--- config.mk ---
export PLATFORM = sky130hd
export DESIGN_NAME = requant_stage_flat
export DESIGN_NICKNAME = d
export VERILOG_FILES = /design/src/hw/self_output_pkg.sv /design/src/hw/stream_if.sv /design/src/hw/requant_stage.sv /design/src/flat_wrapper.sv
export SDC_FILE = /design/constraint.sdc
export NUM_CORES = 1
export LEC_CHECK = 0
export BUFFER_PORTS_ARGS = -buffer_cell sky130_fd_sc_hd__buf_2
export CAP_MARGIN = 20
export CORE_ASPECT_RATIO = 0.75
export CORE_MARGIN = 2
export CORE_UTILIZATION = 47
export DETAILED_ROUTE_END_ITERATION = 8
export PLACE_DENSITY = 0.67
export SYNTH_ARGS = -nofsm -noshare
export SYNTH_HDL_FRONTEND = slang
export SYNTH_SLANG_ARGS = --single-unit
export TNS_END_PERCENT = 50
--- constraint.sdc ---
create_clock -name clk -period 6.9 [get_ports clk]
set_clock_uncertainty 0.15 [all_clocks]
set_input_delay 1.38 -clock clk [delete_from_list [all_inputs] [get_ports clk]]
set_output_delay 1.38 -clock clk [all_outputs]
set_load 0.05 [all_outputs]
--- src/hw/self_output_pkg.sv ---
// Self output shared types
`default_nettype none

package self_output_pkg;

  // ==========================================================
  // Element widths
  // ==========================================================

  // Residual and output element
  parameter int D_W = 8;
  // Matmul accumulator
  parameter int D_W_ACC = 32;
  // Saturated residual sum, toward the normalization input
  parameter int LN_BITS = 22;

  // ==========================================================
  // Payload types
  // ==========================================================

  // Residual byte and final output byte
  typedef logic signed [D_W-1:0] byte_t;

  // Accumulator, also the first requant result
  typedef logic signed [D_W_ACC-1:0] acc_t;

  // Residual sum after saturation
  typedef logic signed [LN_BITS-1:0] sum_t;

  // ==========================================================
  // Requant fields
  // ==========================================================

  // Fixed point multiplier
  typedef logic signed [31:0] mult_t;

  // Right shift amount, 0 to 31 in use
  typedef logic [7:0] shift_t;

endpackage

`default_nettype wire
--- src/hw/stream_if.sv ---
// Valid ready stream
`timescale 1ns/10ps
`default_nettype none

interface stream_if #(
  parameter type payload_t = logic
) ();

  // Handshake
  logic valid;
  logic ready;

  // Beat contents, held stable until the beat transfers
  logic last;
  payload_t data;

  // Producer side
  modport src (output valid, output last, output data, input ready);

  // Consumer side
  modport snk (input valid, input last, input data, output ready);

  // Observer only
  modport mon (input valid, input ready, input last, input data);

endinterface

`default_nettype wire

--- src/hw/requant_stage.sv ---
// Registered requantization stage
`timescale 1ns/10ps
`default_nettype none

module requant_stage #(
  parameter type in_t  = self_output_pkg::acc_t,
  parameter type out_t = self_output_pkg::acc_t,
  parameter bit  CLIP  = 1'b0
) (
  input  logic                    clk,
  input  logic                    rstn,
  input  self_output_pkg::mult_t  mult,
  input  self_output_pkg::shift_t shift,
  stream_if.snk                   in_s,
  stream_if.src                   out_s
);

  // Signed range of the output type
  localparam int OUT_W = $bits(out_t);
  localparam logic signed [63:0] OUT_MAX = (64'sd1 <<< (OUT_W - 1)) - 64'sd1;
  localparam logic signed [63:0] OUT_MIN = -(64'sd1 <<< (OUT_W - 1));

  // Input beat at its own payload type
  in_t                in_data;
  logic signed [63:0] prod;
  logic signed [63:0] rnd;
  logic signed [63:0] shifted;
  out_t               result;

  // Output register
  logic out_valid;
  logic out_last;
  out_t out_data;

  // ==========================================================
  // Arithmetic
  // ==========================================================

  assign in_data = in_s.data;

  // Full product fits in 64 bits for inputs up to 32 bits
  assign prod = 64'(in_data) * 64'(mult);

  // Half an output unit, round to nearest
  assign rnd = (shift != '0) ? (64'sd1 <<< (shift - 8'd1)) : 64'sd0;

  assign shifted = (prod + rnd) >>> shift;

  always_comb begin
    if (CLIP) begin
      if (shifted > OUT_MAX) begin
        result = out_t'(OUT_MAX);
      end else if (shifted < OUT_MIN) begin
        result = out_t'(OUT_MIN);
      end else begin
        result = out_t'(shifted);
      end
    end else begin
      // Plain truncation to the output width
      result = out_t'(shifted);
    end
  end

  // ==========================================================
  // Single output register
  // ==========================================================

  // Accept when empty or draining this cycle
  assign in_s.ready = ~out_valid | out_s.ready;

  always_ff @(posedge clk) begin
    if (!rstn) begin
      out_valid <= 1'b0;
    end else if (in_s.ready) begin
      out_valid <= in_s.valid;
    end
  end

  always_ff @(posedge clk) begin
    if (in_s.valid && in_s.ready) begin
      out_data <= result;
      out_last <= in_s.last;
    end
  end

  assign out_s.valid = out_valid;
  assign out_s.data  = out_data;
  assign out_s.last  = out_last;

endmodule

`default_nettype wire

--- src/flat_wrapper.sv ---
// flat-port wrapper written by rule: the top's interface ports become plain ports
module requant_stage_flat 
#(
  parameter type in_t  = self_output_pkg::acc_t,
  parameter type out_t = self_output_pkg::acc_t,
  parameter bit  CLIP  = 1'b0
)
  (clk, rstn, mult, shift, in_s_valid, in_s_last, in_s_data, in_s_ready, out_s_valid, out_s_last, out_s_data, out_s_ready);
  stream_if in_s_i ();
  stream_if out_s_i ();
  input  logic clk;
  input  logic rstn;
  input  self_output_pkg::mult_t mult;
  input  self_output_pkg::shift_t shift;
  input wire logic [$bits(in_s_i.valid)-1:0] in_s_valid;
  input wire logic [$bits(in_s_i.last)-1:0] in_s_last;
  input wire logic [$bits(in_s_i.data)-1:0] in_s_data;
  output wire logic [$bits(in_s_i.ready)-1:0] in_s_ready;
  output wire logic [$bits(out_s_i.valid)-1:0] out_s_valid;
  output wire logic [$bits(out_s_i.last)-1:0] out_s_last;
  output wire logic [$bits(out_s_i.data)-1:0] out_s_data;
  input wire logic [$bits(out_s_i.ready)-1:0] out_s_ready;
  assign in_s_i.valid = in_s_valid;
  assign in_s_i.last = in_s_last;
  assign in_s_i.data = in_s_data;
  assign in_s_ready = in_s_i.ready;
  assign out_s_valid = out_s_i.valid;
  assign out_s_last = out_s_i.last;
  assign out_s_data = out_s_i.data;
  assign out_s_i.ready = out_s_ready;
  requant_stage #(.in_t(in_t), .out_t(out_t), .CLIP(CLIP)) u_core (.clk(clk), .rstn(rstn), .mult(mult), .shift(shift), .in_s(in_s_i), .out_s(out_s_i));
endmodule
==> impl_metrics.yaml <==
outcome:
  outcome: "completed"
synth:
  synth_fp_nets: 1066
  syn_inst: 955
  syn_area_um2: 6080
  synth.distinct_cells: 88
  synth_ff_type: "edfxtp_1"
  synth_edf_count: 2
  syn_area_per_cell_um2: 6.37
  synth-async-reset-ratio_pct: 0
  synth-seq-area-share_pct: 1.32
  yosysWarnings: 0
  yosys_register_bits: 3
route:
  wl_mm: 23.0
  routedWlPerCell_um: 20.0
  via_count: 7620
  drt_drc_violations_left: 0
  ant_nets: 0
  vias_per_cell: 6.60
  drt_iter0_drc: 1117
  dr.pass1.iters: 7
die:
  start_util_pct: 48.9
  die-area_um2: 13900
  io_pins: 50
  core-area_um2: 12400
  placementRows: 35
  die_w_um: 135
  die_height_um: 103
global_routing:
  grt_first_pass_wirelength_mm: 35.7
  grt-ovfl-total: 0
  grt_usage_pct: 32.5
  antenna_found_initial: 0
  grt_pass1_vias: 6452
  grt_start_max_net_pins: 34
cells_and_area:
  diodes: 0
  syn_to_final_growth_pct: 8.95
  final_net_count: 1100
  drive_above_1_share_pct: 12.9
  final_cell_mix: "nor2_1 (145), nand2_1 (96), a21oi_1 (92)"
  fill_cells: 1273
  layout_commonest_cell: "nor2_1"
clock_tree:
  cts_resized: 0
  cts_setup_buffers: 0
  cts-root-buf: "clkbuf_16"
  cts_made_buffers: 3
  postCtsHoldBufs: 0
  cts.path.max_buffers: 2
  clk_latency_ns: 0.22
  cts_max_level: 1
  cts_tree: "done"
  clk_pin_slew_ns: 0.03
  clkSinkCount: 3
setup_path:
  rr_endpoint: "u_core.out_s.last"
  critPathArrivalTime_ns: 6.39
  reg2reg_depth: 2
  crit_path_end_kind: "flop"
  required_ns: 6.75
  rrSetupSlack_ns: 5.91
  rr_startpoint: "u_core.out_s.valid"
  start_kind: "input pin"
  critPathKind: "input pin to flop"
  critPathMaxFanout: 15
sta:
  grt_setup_unrepaired: "false"
  finalCriticalPeriod_ns: 6.54
  setup_tns_ns: 0
  max_freq_mhz: 153
  setup_violations: 0
  hold_viol_final: 0
  finalCritPeriodShare_pct: 94.8
  finalWorstSetupSlack_ns: 0.358
  slew_violations: 0
  tightest_slew_ns: 0.883
  slew-limit-headroom_pct: 40.5
placed_design:
  pre_cts_slack_ns: 0.113
  finalWeightedCongestion: 1.02
  port-buffer-count: 49
  dp_hpwl_mm: 18.8
min_path:
  holdPathEnd: "u_core.out_s.valid"
  hp-class: "flop to flop"
  worstHoldStart: "u_core.out_s.valid"
  holdPathStages: 2
run:
  drv_cap: 0
power_and_ir_drop:
  powerDensity_nw_per_um2: 51.7
  ir_worst_vdd_uv: 239
  p_leak_uw: 0.00275
## flip-flops by register name, summed over array words and instances, names as in the netlist
register            cells
u_core.out_data         1
u_core.out_s.last       1
u_core.out_s.valid      1
## cell usage after synthesis, types with 8 or more instances
| master | number | area share [%] |
|---|---|---|
| a21o_1 | 34 | 4.2 |
| a21oi_1 | 92 | 7.6 |
| a31oi_1 | 19 | 2.0 |
| and2_1 | 39 | 4.0 |
| and3_1 | 8 | 0.82 |
| clkbuf_1 | 40 | 2.5 |
| ha_1 | 64 | 13 |
| inv_1 | 15 | 0.93 |
| mux2i_1 | 10 | 1.6 |
| nand2_1 | 96 | 5.9 |
| nand2b_1 | 13 | 1.3 |
| nand3_1 | 35 | 2.9 |
| nand4_1 | 18 | 1.9 |
| nor2_1 | 146 | 9.0 |
| nor2b_1 | 9 | 0.93 |
| nor3_1 | 30 | 2.5 |
| nor4_1 | 13 | 1.3 |
| o211ai_1 | 11 | 1.4 |
| o21a_1 | 11 | 1.4 |
| o21ai_0 | 45 | 3.7 |
| o31ai_1 | 9 | 1.1 |
| or3_1 | 14 | 1.4 |
| xnor2_1 | 17 | 2.4 |
| xor2_1 | 19 | 2.7 |
## logic make-up (layout without fill, tap and decap cells)
kind of cell	count (synthesis)	after routing	synth area share, %
adders and majority gates	65	65	13.5
xor gates and xnor gates	36	36	5.18
and+or+nand+nor	452	452	36.3
buffers and inverters	73	106	5.35
AOI/OAI and AO/OA	310	310	35.2
muxes	16	16	3.13
DFF	3	3	1.32
## critical path: stages
cell and delay (ns):
buf_2 0.12, buf_4 0.19, nor4_1 0.41, nand2_1 0.13, xor2_1 0.20, nand3_1 0.30, buf_4 0.30, nor2_1 0.10
ha_1 0.30, a21oi_1 0.38, a2111oi_2 0.14, nor4b_1 0.49, o31a_1 0.23, a31oi_4 0.06, a41o_2 0.34, a31oi_1 0.20
xor2_1 0.12, a2111oi_2 0.43, a32oi_1 0.17, o31ai_2 0.38
## per-stage QoR
step	total power (uW)	area, um2	instances	hold WS [ns]	utilization, %
global route	363	6630	1154	0.455	53.3
detailed placement	242	6540	1150	0.376	52.6
CTS	337	6620	1154	0.383	53.2
global placement	242	6540	1150	0.368	52.6
floorplan	176	6080	955	0.996	-
finish	343	6630	1154	0.376	53.3
## power by group
group	total, uW	switching [uW]	internal [uW]	leakage, uW
sequential	21.4	0.379	21.0	0.0000280
combinational	229	149	80.6	0.00268
clock	92.1	15.8	76.2	0.0000382
total	343	165	178	0.00275
## how the worst max path moves through the flow
stage               startpoint            endpoint  slack (ns)
global placement      shift[1]  u_core.out_data[0]        0.19
detailed placement    shift[1]  u_core.out_data[0]        0.11
CTS                   shift[1]  u_core.out_data[0]        0.33
floorplan             shift[0]  u_core.out_data[0]        0.65
global route          shift[0]  u_core.out_data[0]        0.04
finish                shift[2]  u_core.out_data[0]        0.36
## layout make-up
cell class	instances	area, um2	share of cell area (%)
inverter	17	63.8	0.963
sequential	3	80.1	1.21
multi-input combinational	879	5680	85.7
tap	166	208	3.13
clock buffer	4	78.8	1.19
timing repair buffer	85	515	7.78
## routing by layer
metal  global-route usage [%]  up-vias  wire [um]
met2                     46.1      458       8650
met5                        0        -          0
met3                     6.44       36       2810
met1                     51.1     3483      11200
li1                         -     3643          -
met4                     4.33        0        385
Power figures use the tool's default switching activity.
