## config.mk

```make
export PLATFORM = sky130hd
export DESIGN_NAME = self_output_ctrl_flat
export DESIGN_NICKNAME = d
export VERILOG_FILES = /design/src/hw/self_output_pkg.sv /design/src/hw/stream_if.sv /design/src/hw/self_output_ctrl.sv /design/src/flat_wrapper.sv
export SDC_FILE = /design/constraint.sdc
export NUM_CORES = 1
export LEC_CHECK = 0
export BUFFER_PORTS_ARGS = -buffer_cell sky130_fd_sc_hd__buf_2
export CORE_MARGIN = 1
export CORE_UTILIZATION = 26
export DETAILED_ROUTE_END_ITERATION = 8
export GPL_ROUTABILITY_DRIVEN = 0
export PLACE_DENSITY = 0.71
export REMOVE_ABC_BUFFERS = 1
export SLEW_MARGIN = 5
export SYNTH_ARGS = -nofsm -noshare
export SYNTH_HDL_FRONTEND = slang
export SYNTH_SLANG_ARGS = --single-unit
```

## constraint.sdc

```tcl
create_clock -name clk -period 1.5 [get_ports clk]
set_input_delay 0 -clock clk [delete_from_list [all_inputs] [get_ports clk]]
set_output_delay 0 -clock clk [all_outputs]
set_load 0.03 [all_outputs]
```

## src/hw/self_output_pkg.sv

```systemverilog
// Self output shared types
`default_nettype none

package self_output_pkg;

  // ==========================================================
  // Element widths
  // ==========================================================

  // Residual and output element
  parameter int D_W = 8;
  // Matmul accumulator
  parameter int D_W_ACC = 32;
  // Saturated residual sum, toward the normalization input
  parameter int LN_BITS = 22;

  // ==========================================================
  // Payload types
  // ==========================================================

  // Residual byte and final output byte
  typedef logic signed [D_W-1:0] byte_t;

  // Accumulator, also the first requant result
  typedef logic signed [D_W_ACC-1:0] acc_t;

  // Residual sum after saturation
  typedef logic signed [LN_BITS-1:0] sum_t;

  // ==========================================================
  // Requant fields
  // ==========================================================

  // Fixed point multiplier
  typedef logic signed [31:0] mult_t;

  // Right shift amount, 0 to 31 in use
  typedef logic [7:0] shift_t;

endpackage

`default_nettype wire
```

## src/hw/stream_if.sv

```systemverilog
// Valid ready stream
`timescale 1ns/10ps
`default_nettype none

interface stream_if #(
  parameter type payload_t = logic
) ();

  // Handshake
  logic valid;
  logic ready;

  // Beat contents, held stable until the beat transfers
  logic last;
  payload_t data;

  // Producer side
  modport src (output valid, output last, output data, input ready);

  // Consumer side
  modport snk (input valid, input last, input data, output ready);

  // Observer only
  modport mon (input valid, input ready, input last, input data);

endinterface

`default_nettype wire

```

## src/hw/self_output_ctrl.sv

```systemverilog
// Self output run control
`timescale 1ns/10ps
`default_nettype none

module self_output_ctrl #(
  parameter int TOKENS = 4,
  parameter int EMBED  = 8
) (
  input  logic                  clk,
  input  logic                  rstn,
  input  logic                  start,
  output logic                  busy,
  output logic                  done,
  input  logic                  acc_valid,
  input  self_output_pkg::acc_t acc_data,
  output logic                  acc_ready,
  stream_if.src                 acc_s,
  stream_if.mon                 out_s
);

  // Elements in one run
  localparam int RUN_LEN = TOKENS * EMBED;
  localparam int CNT_W   = (RUN_LEN > 1) ? $clog2(RUN_LEN) : 1;
  localparam logic [CNT_W-1:0] LAST_IDX = CNT_W'(RUN_LEN - 1);

  // Index of the next beat to admit
  logic [CNT_W-1:0] beat_cnt;
  logic             admit;
  logic             last_out;

  // ==========================================================
  // Accumulator admission
  // ==========================================================

  // Nothing enters the pipeline outside a run
  assign acc_s.valid = busy & acc_valid;
  assign acc_s.data  = acc_data;
  // Final element of the run
  assign acc_s.last  = (beat_cnt == LAST_IDX);
  assign acc_ready   = busy & acc_s.ready;

  assign admit = acc_s.valid & acc_s.ready;

  // Last output beat leaving the core
  assign last_out = out_s.valid & out_s.ready & out_s.last;

  // ==========================================================
  // Run state
  // ==========================================================

  always_ff @(posedge clk) begin
    if (!rstn) begin
      busy     <= 1'b0;
      done     <= 1'b0;
      beat_cnt <= '0;
    end else begin
      // One cycle strobe, busy drops on the same edge
      done <= busy & last_out;
      if (!busy) begin
        if (start) begin
          busy     <= 1'b1;
          beat_cnt <= '0;
        end
      end else begin
        if (admit) begin
          // Wraps so the next run starts at index 0
          beat_cnt <= (beat_cnt == LAST_IDX) ? '0 : beat_cnt + 1'b1;
        end
        if (last_out) begin
          busy <= 1'b0;
        end
      end
    end
  end

endmodule

`default_nettype wire

```

## src/flat_wrapper.sv

```systemverilog
// flat-port wrapper written by rule: the top's interface ports become plain ports
module self_output_ctrl_flat 
#(
  parameter int TOKENS = 4,
  parameter int EMBED  = 8
)
  (clk, rstn, start, busy, done, acc_valid, acc_data, acc_ready, acc_s_valid, acc_s_last, acc_s_data, acc_s_ready, out_s_valid, out_s_ready, out_s_last, out_s_data);
  stream_if acc_s_i ();
  stream_if out_s_i ();
  input  logic clk;
  input  logic rstn;
  input  logic start;
  output logic busy;
  output logic done;
  input  logic acc_valid;
  input  self_output_pkg::acc_t acc_data;
  output logic acc_ready;
  output wire logic [$bits(acc_s_i.valid)-1:0] acc_s_valid;
  output wire logic [$bits(acc_s_i.last)-1:0] acc_s_last;
  output wire logic [$bits(acc_s_i.data)-1:0] acc_s_data;
  input wire logic [$bits(acc_s_i.ready)-1:0] acc_s_ready;
  input wire logic [$bits(out_s_i.valid)-1:0] out_s_valid;
  input wire logic [$bits(out_s_i.ready)-1:0] out_s_ready;
  input wire logic [$bits(out_s_i.last)-1:0] out_s_last;
  input wire logic [$bits(out_s_i.data)-1:0] out_s_data;
  assign acc_s_valid = acc_s_i.valid;
  assign acc_s_last = acc_s_i.last;
  assign acc_s_data = acc_s_i.data;
  assign acc_s_i.ready = acc_s_ready;
  assign out_s_i.valid = out_s_valid;
  assign out_s_i.ready = out_s_ready;
  assign out_s_i.last = out_s_last;
  assign out_s_i.data = out_s_data;
  self_output_ctrl #(.TOKENS(TOKENS), .EMBED(EMBED)) u_core (.clk(clk), .rstn(rstn), .start(start), .busy(busy), .done(done), .acc_valid(acc_valid), .acc_data(acc_data), .acc_ready(acc_ready), .acc_s(acc_s_i), .out_s(out_s_i));
endmodule
```

==> flow_metrics.tcl <==
set metrics [dict create \
    grt_pass1_wl_um 1476 \
    crit_top_cell "ha_4" \
    final_area_um2 535.5 \
    leakagePower_nw 0.2308 \
    cpPeakStageDelay_ns 0.35 \
    synth_flop_cell "dfxtp_1" \
    synth_edf_count 0 \
    timing.fmax_ghz 0.6542 \
    dp.final_hpwl_um 642 \
    reg2reg_depth 6 \
    path_cells "ha_4 -> and3_4 -> ha_4 -> and4b_2 -> a22o_1 -> a31o_1" \
    place.port_buffers 12 \
    outcome "complete, but fails checks" \
    areaGrowthSynthToFinish_pct 49.13 \
    fin_worst_skew_ns 0.001456 \
    grt_overflow_total 0 \
    netSwitchingFraction 0.2582 \
    worstHoldEndpoint "acc_s_data" \
    synthMuxAreaShare 0 \
    holdCritPathClass "in -> out" \
    maxSlewViolCount 0 \
    core-area_mm2 0.001285 \
    drive_gt1_frac 0.5763 \
    antenna_found_initial 0 \
    cts_tree "yes" \
    relSlewSlack 0.8361 \
    yosys-top-cells-count "dfxtp_1, nand3_1, a21oi_1" \
    reg2reg_slack_ns -0.03 \
    avgViaCountPerCell 4.959 \
    netlist_instances 38 \
    combPwrFrac 0.131 \
    required_ns 1.64 \
    cts-buffers-inserted 3 \
    cts-htree-levels 1 \
    worstReg2RegStart "u_core.beat_cnt[1]" \
    synth_fa_ha_area_frac 0.06969 \
    cp.arrival_ns 1.67 \
    ys_seq_area_frac 0.3902 \
    synth_area_leaders "dfxtp_1, nand3_1, ha_1" \
    grt_max_degree 10 \
    ys_seq_elements 7 \
    syn_area_um2 359.1 \
    pwr-share-seq 0.459 \
    initial_core_util 0.2795 \
    vias 367 \
    drt_iter0_drc 7 \
    max-clock-path-buffers 2 \
    pwr_density_cell_mw_per_mm2 793.1 \
    worstSkewPairLatency_ns 0.25 \
    track_usage 0.1468 \
    diodes 0 \
    regToRegEndpoint "u_core.beat_cnt[3]" \
    finalWirelength_um 906 \
    ys_types 20 \
    avgSynthCellArea_um2 9.450 \
    drc_errors 0 \
    num_rows 13 \
    synth_top_family_by_area "simple AND/OR/NAND/NOR gates" \
    final_cells 74 \
    drtPass1Iterations 4 \
    min_from "acc_data[0]" \
    dpl_cell_area_um2 460.4 \
    clk_pin_slew_ns 0.06 \
    synthSimpleGateAreaFrac 0.3624 \
    synth-async-reset-ratio 0 \
    ctsHoldBuffers 0 \
    synth_compound_area_frac 0.1463 \
    max-vdd-ir-drop_mv 0.3670 \
    grt_pass1_vias 349 \
    finalCriticalPeriod_ns 1.529 \
    rsz0062_at_grt "true" \
    cap_violations 0 \
    slowest_stage "dfxtp_2" \
    place_ws_ns -0.1041 \
    cp-start-kind "flip-flop" \
    hold_depth 0 \
    numClockSinks 7 \
    ios 47 \
    netSwitchingPower_uw 109.7 \
    hold_violations 0 \
    tightest_slew_ns 0.2456 \
    nets 103 \
    worstSetupPathType "reg -> reg" \
    finalCritPeriodShare 1.019 \
    internal-power_uw 315.1 \
    synth_area_leader_cell "dfxtp_1" \
    post-synth-top-count-cell "dfxtp_1" \
    crit_path_max_fanout 4 \
    wire_per_inst_um 12.24 \
    ant_nets 0 \
    die_y_um 39.17 \
    die_area_mm2 0.001534 \
    setup_viol 1 \
    violations "negative setup slack" \
    root_buffer "clkbuf_4" \
    clkPwrFrac 0.410 \
    yosys.area.top_type_share 0.3902 \
    holdWs_ns 0.0002984 \
    die_w_um 39.17 \
    critPathCaptureType "flip-flop" \
    synth-xor-area-share 0 \
    finalWorstSetupSlack_ns -0.02857 \
    dp.cells 68 \
    yosys_warnings 0 \
]
-- timing repair --
item,CTS,global route
gates cloned,0,0
pin swaps,4,0
resized for setup,8,0
endpoints found under the hold margin,0,0
endpoints found under the setup margin,3,2
buffers inserted,2,0
-- final cells by class --
class	count	area, um2
Inverter	1	3.754
Tap cell	15	18.77
Multi-Input combinational cell	29	239.0
Clock buffer	4	26.28
Timing Repair Buffer	18	105.1
Fill cell	125	749.5
Sequential cell	7	142.6
-- cells in the final DEF (no fill, tap or decap), types with 2 or more instances in the layout --
master and instances:
buf_2 12, dfxtp_1 5, a21oi_1 4, clkbuf_4 3, nand3_1 6, buf_4 6
nor2_1 2, ha_4 2, dfxtp_2 2, and2_2 2
-- stage by stage --
stage / power, mW / util / setup TNS (ns)
after detailed placement: 0.2505 / 0.3583 / -0.1247
final: 0.4247 / 0.4167 / -0.02857
after global placement: 0.2498 / 0.3583 / -0.04736
after floorplan: 0.2280 / - / -0.4568
after global routing: 0.4466 / 0.4167 / -0.1229
after CTS: 0.4276 / 0.4167 / -0.02199
-- layer usage --
layer	up-vias	GRT usage	share of wire
li1	184	-	-
met1	165	0.1834	0.42
met2	18	0.2250	0.48
met3	0	0.04046	0.097
met4	0	0.07759	0
met5	-	0	0
-- sequential cells by signal (all words and copies together), names as in the netlist --
name / cells
u_core.beat_cnt: 5
u_core.busy: 1
u_core.done: 1
-- cell families after synthesis --
family | count (synthesis)
buffers and inverters | 2
AND/OR/NAND/NOR | 19
AO/OA/AOI/OAI | 8
adder cells (fa/ha/maj) | 2
flip-flops | 7
-- critical path: cells and delay by family, from the launching register on --
| family | cells | cell delay (ns) |
|---|---|---|
| flip-flops | 1 | 0.35 |
| adder cells (fa/ha/maj) | 2 | 0.26 |
| AO/OA/AOI/OAI | 2 | 0.37 |
| AND/OR/NAND/NOR | 2 | 0.43 |
-- power groups by stage --
stage	combinational, mW	sequential (mW)	clock, mW
final	0.0558	0.195	0.174
after CTS	0.0558	0.195	0.177
after global routing	0.0602	0.195	0.191
after floorplan	0.0257	0.202	0
after detailed placement	0.0522	0.198	0
after global placement	0.0513	0.199	0
-- worst max path at each step --
stage / slack (ns) / start / to / depth (start not counted)
finish: -0.03 / u_core.beat_cnt[1] / u_core.beat_cnt[3] / 6
global route: -0.07 / u_core.beat_cnt[1] / u_core.beat_cnt[3] / 6
CTS: -0.02 / u_core.beat_cnt[1] / u_core.beat_cnt[3] / 6
detailed placement: -0.10 / u_core.beat_cnt[0] / u_core.beat_cnt[3] / 6
global placement: -0.05 / u_core.beat_cnt[0] / u_core.beat_cnt[3] / 6
floorplan: -0.28 / u_core.beat_cnt[0] / u_core.beat_cnt[3] / 6
Note: power is estimated with default switching activity, not from simulation.
