## src/hw/self_output_pkg.sv

```systemverilog
// Self output shared types
`default_nettype none

package self_output_pkg;

  // ==========================================================
  // Element widths
  // ==========================================================

  // Residual and output element
  parameter int D_W = 8;
  // Matmul accumulator
  parameter int D_W_ACC = 32;
  // Saturated residual sum, toward the normalization input
  parameter int LN_BITS = 22;

  // ==========================================================
  // Payload types
  // ==========================================================

  // Residual byte and final output byte
  typedef logic signed [D_W-1:0] byte_t;

  // Accumulator, also the first requant result
  typedef logic signed [D_W_ACC-1:0] acc_t;

  // Residual sum after saturation
  typedef logic signed [LN_BITS-1:0] sum_t;

  // ==========================================================
  // Requant fields
  // ==========================================================

  // Fixed point multiplier
  typedef logic signed [31:0] mult_t;

  // Right shift amount, 0 to 31 in use
  typedef logic [7:0] shift_t;

endpackage

`default_nettype wire
```

## src/hw/stream_if.sv

```systemverilog
// Valid ready stream
`timescale 1ns/10ps
`default_nettype none

interface stream_if #(
  parameter type payload_t = logic
) ();

  // Handshake
  logic valid;
  logic ready;

  // Beat contents, held stable until the beat transfers
  logic last;
  payload_t data;

  // Producer side
  modport src (output valid, output last, output data, input ready);

  // Consumer side
  modport snk (input valid, input last, input data, output ready);

  // Observer only
  modport mon (input valid, input ready, input last, input data);

endinterface

`default_nettype wire

```

## src/hw/residual_add.sv

```systemverilog
// Residual join and saturating add
`timescale 1ns/10ps
`default_nettype none

module residual_add (
  input  logic                   clk,
  input  logic                   rstn,
  stream_if.snk                  y_s,
  input  logic                   res_valid,
  input  self_output_pkg::byte_t res_data,
  output logic                   res_ready,
  stream_if.src                  z_s
);

  // One guard bit over the accumulator
  localparam int WIDE_W = self_output_pkg::D_W_ACC + 1;
  localparam int LN_W   = self_output_pkg::LN_BITS;
  localparam logic signed [WIDE_W-1:0] SUM_MAX = WIDE_W'((1 <<< (LN_W - 1)) - 1);
  localparam logic signed [WIDE_W-1:0] SUM_MIN = WIDE_W'(-(1 <<< (LN_W - 1)));

  logic                  can_take;
  logic                  fire;
  logic signed [WIDE_W-1:0] wide_sum;
  self_output_pkg::sum_t sat_sum;

  logic                  z_valid;
  logic                  z_last;
  self_output_pkg::sum_t z_data;

  // ==========================================================
  // Join
  // ==========================================================

  // Output register free or emptying now
  assign can_take  = ~z_valid | z_s.ready;
  // Each side is ready only when the other side has a beat
  assign y_s.ready = res_valid & can_take;
  assign res_ready = y_s.valid & can_take;
  assign fire      = y_s.valid & res_valid & can_take;

  // ==========================================================
  // Add and saturate
  // ==========================================================

  // Residual sign extends directly
  assign wide_sum = WIDE_W'(y_s.data) + WIDE_W'(res_data);

  assign sat_sum = (wide_sum > SUM_MAX) ? self_output_pkg::sum_t'(SUM_MAX) :
                   (wide_sum < SUM_MIN) ? self_output_pkg::sum_t'(SUM_MIN) :
                   self_output_pkg::sum_t'(wide_sum);

  always_ff @(posedge clk) begin
    if (!rstn) begin
      z_valid <= 1'b0;
    end else if (can_take) begin
      z_valid <= fire;
    end
  end

  // Last rides with the accumulator side
  always_ff @(posedge clk) begin
    if (fire) begin
      z_data <= sat_sum;
      z_last <= y_s.last;
    end
  end

  assign z_s.valid = z_valid;
  assign z_s.data  = z_data;
  assign z_s.last  = z_last;

endmodule

`default_nettype wire

```

## src/flat_wrapper.sv

```systemverilog
// flat-port wrapper written by rule: the top's interface ports become plain ports
module residual_add_flat 
  (clk, rstn, res_valid, res_data, res_ready, y_s_valid, y_s_last, y_s_data, y_s_ready, z_s_valid, z_s_last, z_s_data, z_s_ready);
  stream_if y_s_i ();
  stream_if z_s_i ();
  input  logic clk;
  input  logic rstn;
  input  logic res_valid;
  input  self_output_pkg::byte_t res_data;
  output logic res_ready;
  input wire logic [$bits(y_s_i.valid)-1:0] y_s_valid;
  input wire logic [$bits(y_s_i.last)-1:0] y_s_last;
  input wire logic [$bits(y_s_i.data)-1:0] y_s_data;
  output wire logic [$bits(y_s_i.ready)-1:0] y_s_ready;
  output wire logic [$bits(z_s_i.valid)-1:0] z_s_valid;
  output wire logic [$bits(z_s_i.last)-1:0] z_s_last;
  output wire logic [$bits(z_s_i.data)-1:0] z_s_data;
  input wire logic [$bits(z_s_i.ready)-1:0] z_s_ready;
  assign y_s_i.valid = y_s_valid;
  assign y_s_i.last = y_s_last;
  assign y_s_i.data = y_s_data;
  assign y_s_ready = y_s_i.ready;
  assign z_s_valid = z_s_i.valid;
  assign z_s_last = z_s_i.last;
  assign z_s_data = z_s_i.data;
  assign z_s_i.ready = z_s_ready;
  residual_add u_core (.clk(clk), .rstn(rstn), .y_s(y_s_i), .res_valid(res_valid), .res_data(res_data), .res_ready(res_ready), .z_s(z_s_i));
endmodule
```

## config.mk

```make
export PLATFORM = sky130hd
export DESIGN_NAME = residual_add_flat
export DESIGN_NICKNAME = d
export VERILOG_FILES = /design/src/hw/self_output_pkg.sv /design/src/hw/stream_if.sv /design/src/hw/residual_add.sv /design/src/flat_wrapper.sv
export SDC_FILE = /design/constraint.sdc
export NUM_CORES = 1
export LEC_CHECK = 0
export ABC_AREA = 1
export BUFFER_PORTS_ARGS = -buffer_cell sky130_fd_sc_hd__buf_2
export CORE_AREA = 5 5 42 44
export CTS_BUF_LIST = sky130_fd_sc_hd__clkbuf_2 sky130_fd_sc_hd__clkbuf_4 sky130_fd_sc_hd__clkbuf_8
export DETAILED_ROUTE_END_ITERATION = 10
export DIE_AREA = 0 0 47 49
export PLACE_DENSITY = 0.4
export RECOVER_POWER = 100
export SYNTH_ARGS = -nofsm -noshare
export SYNTH_HDL_FRONTEND = slang
export SYNTH_SLANG_ARGS = --single-unit
```

## constraint.sdc

```tcl
create_clock -name clk -period 1.3 [get_ports clk]
set_input_delay 0.065 -clock clk [delete_from_list [all_inputs] [get_ports clk]]
set_output_delay 0.065 -clock clk [all_outputs]
set_load 0.05 [all_outputs]
```

==> impl_metrics.ini, run 1 <==
[status]
outcome = completed

[clock_tree]
h-tree-depth = 1
post-cts-setup-buffers = 0
clk_path_buf_depth = 2
clock-root-buffer = clkbuf_4
insertion_delay_ns = 0.23
cts_buffers = 3
clock_sinks = 3
clk_pin_slew_ns = 0.04
cts_tree = built

[synth]
avgSynthCellArea_um2 = 10.8
synth_top_area_share = 0.429
async_flop_share = 0
yosys.area.top_type = edfxtp_1
synthCells = 13
syn_nets = 29
synthTopCellsByArea = edfxtp_1 43%, dfxtp_1 14%, a21boi_0 11%
synth_edf_count = 2
ys_types = 9
ys_ff_latch = 3
synthFlopType = edfxtp_1
yosysSeqAreaShare = 0.571
synth_warnings = 0
netlist_area_um2 = 140
ys_top_cells_by_count = 2 x a21boi_0, 2 x edfxtp_1, 2 x inv_1, 2 x nand2_1

[drt]
num_vias = 140
wl_per_cell_um = 9.53
vias_per_cell = 3.11
drtAntennaViolNets = 0
initialDrtViolationCount = 0
dr.pass1.iters = 1
drt-total-wl_um = 429
drc = 0

[timing]
finalSetupViolations = 0
tightest_slew_ns = 0.599
max_freq_mhz = 908
slew_viol_final = 0
fin_skew_ns = 0.00487
max_slew_margin = 0.602
finalHoldViolCount = 0
rsz0062_at_grt = no
finalCritPeriodShare = 0.847
period_needed_ns = 1.10
tns_ns = 0

[run]
maxCapViolCount = 0

[power_and_ir_drop]
leakagePower_nw = 0.123
power_density_nw_per_um2 = 1430
irDropWorstVdd_uv = 607

[critical_path]
cpPeakStageDelay_ns = 0.47
path_cells = clkbuf_1
crit_path_end_kind = primary output
critical_path_class = register to primary output
path_buf_inv = 1
critPathArrivalTime_ns = 1.04
critPathTopFamily = buffers and inverters
required_ns = 1.24
path_max_fanout = 1
slowest_stage = clkbuf_1
cp-start-kind = register

[global_routing]
overflow = 0
antenna_found_initial = 0
grtUsageTotal = 0.0480
first_global_vias = 153
grt_max_degree = 6
grt_pass1_wl_um = 690

[floorplanning]
dieArea_um2 = 2300
core-area_um2 = 1400
num_io_pins = 20
initial_utilization = 0.100
die-height_um = 49
die_x_um = 47
num_rows = 14

[layout]
final_area_um2 = 250
area_growth_pct = 78.6
antenna_cells = 0
fill_cells = 168
drive_above_1_share = 0.483
fin_nets = 46

[place]
place.gp.congestion = 0.536
io_buffers = 12
place_area_um2 = 216

[worst_hold_path]
hold_path_class = input port to register
-- stage by stage --
stage          instances  utilization  power [mW]  hold slack (ns)  setup slack [ns]
2_1_floorplan         13            -       0.156            0.164           -0.0999
3_3_place_gp          40        0.154       0.175            0.245             0.410
3_5_place_dp          40        0.154       0.176            0.246             0.387
4_1_cts               45        0.183       0.371           0.0527             0.216
5_1_grt               45        0.179       0.387           0.0611             0.117
6_report              45        0.179       0.357           0.0524             0.199
-- final cells by class --
class / instances / area [um^2] / area share
repair buffers: 13 / 67.6 / 0.270
flip-flops and latches: 3 / 80.1 / 0.320
multi-input cells: 7 / 45.0 / 0.180
well taps: 16 / 20.0 / 0.0800
inverters: 2 / 7.51 / 0.0300
clock buffers: 4 / 30.0 / 0.120
-- flip-flops by register name, indices dropped and copies added (netlist names) --
| signal | cells |
|---|---|
| u_core.z_s.valid | 1 |
| u_core.z_s.last | 1 |
| u_core.z_data | 1 |
-- worst paths after layout --
path                         start                to  slack [ns]  depth (start not counted)
hold / removal                rstn  u_core.z_s.valid        0.05                          3
hold reg to reg   u_core.z_s.valid  u_core.z_s.valid        0.51                          2
setup reg to reg  u_core.z_s.valid  u_core.z_data[0]        0.39                          1
setup / recovery   u_core.z_s.last          z_s_last        0.20                          1
-- cells by family (layout without fill, tap and decap cells) --
kind of cell,after synthesis,after routing,share of synthesized area
compound gates,4,4,0.205
fa+ha+maj,1,1,0.0893
buf+inv,3,19,0.0804
flops,3,3,0.571
simple gates,2,2,0.0536
-- layout by cell type (no fill, tap or decap) --
| cell | count |
|---|---|
| buf_2 | 7 |
| nand2_1 | 2 |
| ha_1 | 1 |
| dfxtp_1 | 1 |
| clkbuf_4 | 4 |
| clkbuf_2 | 3 |
| clkbuf_1 | 2 |
| a21boi_1 | 2 |
| dlygate4sd3_1 | 1 |
| a21oi_1 | 2 |
| inv_1 | 2 |
| edfxtp_1 | 2 |
-- routing by layer --
layer,global-route usage,routed length (um)
met3,0.0627,97
met4,0.0276,0
met2,0.0475,93
met5,0,0
met1,0.0530,239
-- power breakdown --
| group | total [mW] | switching, mW | internal (mW) |
|---|---|---|---|
| Clock | 0.183 | 0.0474 | 0.136 |
| Sequential | 0.111 | 0.00296 | 0.108 |
| Combinational | 0.0631 | 0.0444 | 0.0186 |
| Total | 0.357 | 0.0948 | 0.263 |
-- repair_timing --
item                                   in CTS  in global routing
endpoints found under the hold margin       1                  0
resized for setup                           0                  0
hold buffers                                1                  0
(Power assumes the default switching activity.)
==> run 2, diff against run 1 <==
==> constraint.sdc (replaced) <==
create_clock -name clk -period 1.1 [get_ports clk]
set_input_delay 0.055 -clock clk [delete_from_list [all_inputs] [get_ports clk]]
set_output_delay 0.055 -clock clk [all_outputs]
set_load 0.05 [all_outputs]
==> impl_metrics.ini, run 2 (synthesis results as in run 1) <==
[floorplanning]
num_io_pins = 20
die_x_um = 47
initial_utilization = 0.100
dieArea_um2 = 2300
die-height_um = 49
num_rows = 14
core-area_um2 = 1400

[drt]
drtAntennaViolNets = 0
wl_per_cell_um = 8.76
num_vias = 145
dr.pass1.iters = 2
initialDrtViolationCount = 2
vias_per_cell = 3.22
drc = 0
drt-total-wl_um = 394

[power_and_ir_drop]
p_sw_mw = 0.122
p_int_mw = 0.314
power_frac_clock = 0.516
power_mw = 0.437
seq_power_share = 0.303
swShare = 0.280
power_density_nw_per_um2 = 1650
pwr-share-comb = 0.182
irDropWorstVdd_uv = 835
leakagePower_nw = 0.131

[timing]
tns_ns = 0
finalSetupViolations = 0
finalCritPeriodShare = 0.933
rsz0062_at_grt = no
max_slew_margin = 0.805
fin_skew_ns = 0.00273
tightest_slew_ns = 0.294
slew_viol_final = 0
period_needed_ns = 1.03
max_freq_mhz = 974
finalHoldViolCount = 0

[place]
place.gp.congestion = 0.623
io_buffers = 12
place_area_um2 = 225

[layout]
final_cell_mix = 9 x buf_2, 4 x clkbuf_4, 3 x clkbuf_2
antenna_cells = 0
area_growth_pct = 89.3
final_area_um2 = 265
fill_cells = 166
drive_above_1_share = 0.690
fin_nets = 46
layout_commonest_cell = buf_2

[clock_tree]
clk_pin_slew_ns = 0.04
clock-root-buffer = clkbuf_4
post-cts-setup-buffers = 0
h-tree-depth = 1
insertion_delay_ns = 0.24
cts_tree = built
clk_path_buf_depth = 2
cts_buffers = 3
cts_resized = 0
clock_sinks = 3

[critical_path]
slowest_stage = dfxtp_2
path_max_fanout = 5
path_cells = a21boi_2, buf_2
required_ns = 1.04
cp-start-kind = register
critical_path_class = register to primary output
critPathArrivalTime_ns = 0.97
crit_path_end_kind = primary output
cpPeakStageDelay_ns = 0.34

[global_routing]
grt_pass1_wl_um = 627
antenna_found_initial = 0
overflow = 0
grtUsageTotal = 0.0444
grt_max_degree = 6
first_global_vias = 149

[worst_hold_path]
hold_path_class = input port to register

[status]
outcome = completed

[run]
maxCapViolCount = 0
## run 2: what timing repair did
action / in CTS / in global routing
hold buffers: 1 / 0
endpoints found under the setup margin: 0 / 0
hold endpoints to repair: 1 / 0
## run 2: path summary, 6_finish.rpt
kind,start,endpoint,slack [ns],cells after the start
max,u_core.z_s.valid,y_s_ready,0.07,2
min,rstn,u_core.z_s.valid,0.04,3
max reg2reg,u_core.z_s.valid,u_core.z_data[0],0.21,1
min reg2reg,u_core.z_s.valid,u_core.z_s.valid,0.51,2
## run 2: power by group through the flow
stage          Sequential [mW]  Combinational (mW)  Clock [mW]
3_5_place_dp             0.134              0.0771           0
4_1_cts                  0.132              0.0800       0.232
5_1_grt                  0.132              0.0851       0.257
2_1_floorplan            0.153              0.0346           0
6_report                 0.132              0.0793       0.225
3_3_place_gp             0.134              0.0772           0
## run 2: final cells by class
type	instances	area, um^2	share of cell area
Timing Repair Buffer	13	70.1	0.264
Tap cell	16	20.0	0.0755
Sequential cell	3	81.3	0.307
Clock buffer	4	30.0	0.113
Multi-Input combinational cell	7	56.3	0.212
Inverter	2	7.51	0.0283
## run 2: worst max-delay path, delay by kind of cell, from the launching register on
family | cells | cell delay (ns)
flops | 1 | 0.34
buf+inv | 1 | 0.27
compound gates | 1 | 0.13
## run 2: per-layer routing
metal  global-route usage  up-vias  share of wire
met2               0.0407       12           0.29
li1                     -       74              -
met4               0.0138        0              0
met3               0.0664        0           0.19
met1               0.0530       59           0.52
met5                    0        -              0
## run 2: through the flow
stage / cells / setup WS (ns) / util / hold WS (ns)
final: 45 / 0.0732 / 0.189 / 0.0403
after global routing: 45 / 0.0273 / 0.189 / 0.0516
after CTS: 45 / 0.0624 / 0.189 / 0.0319
after detailed placement: 40 / 0.222 / 0.161 / 0.240
after global placement: 40 / 0.228 / 0.161 / 0.245
after floorplan: 13 / 0.120 / - / 0.154
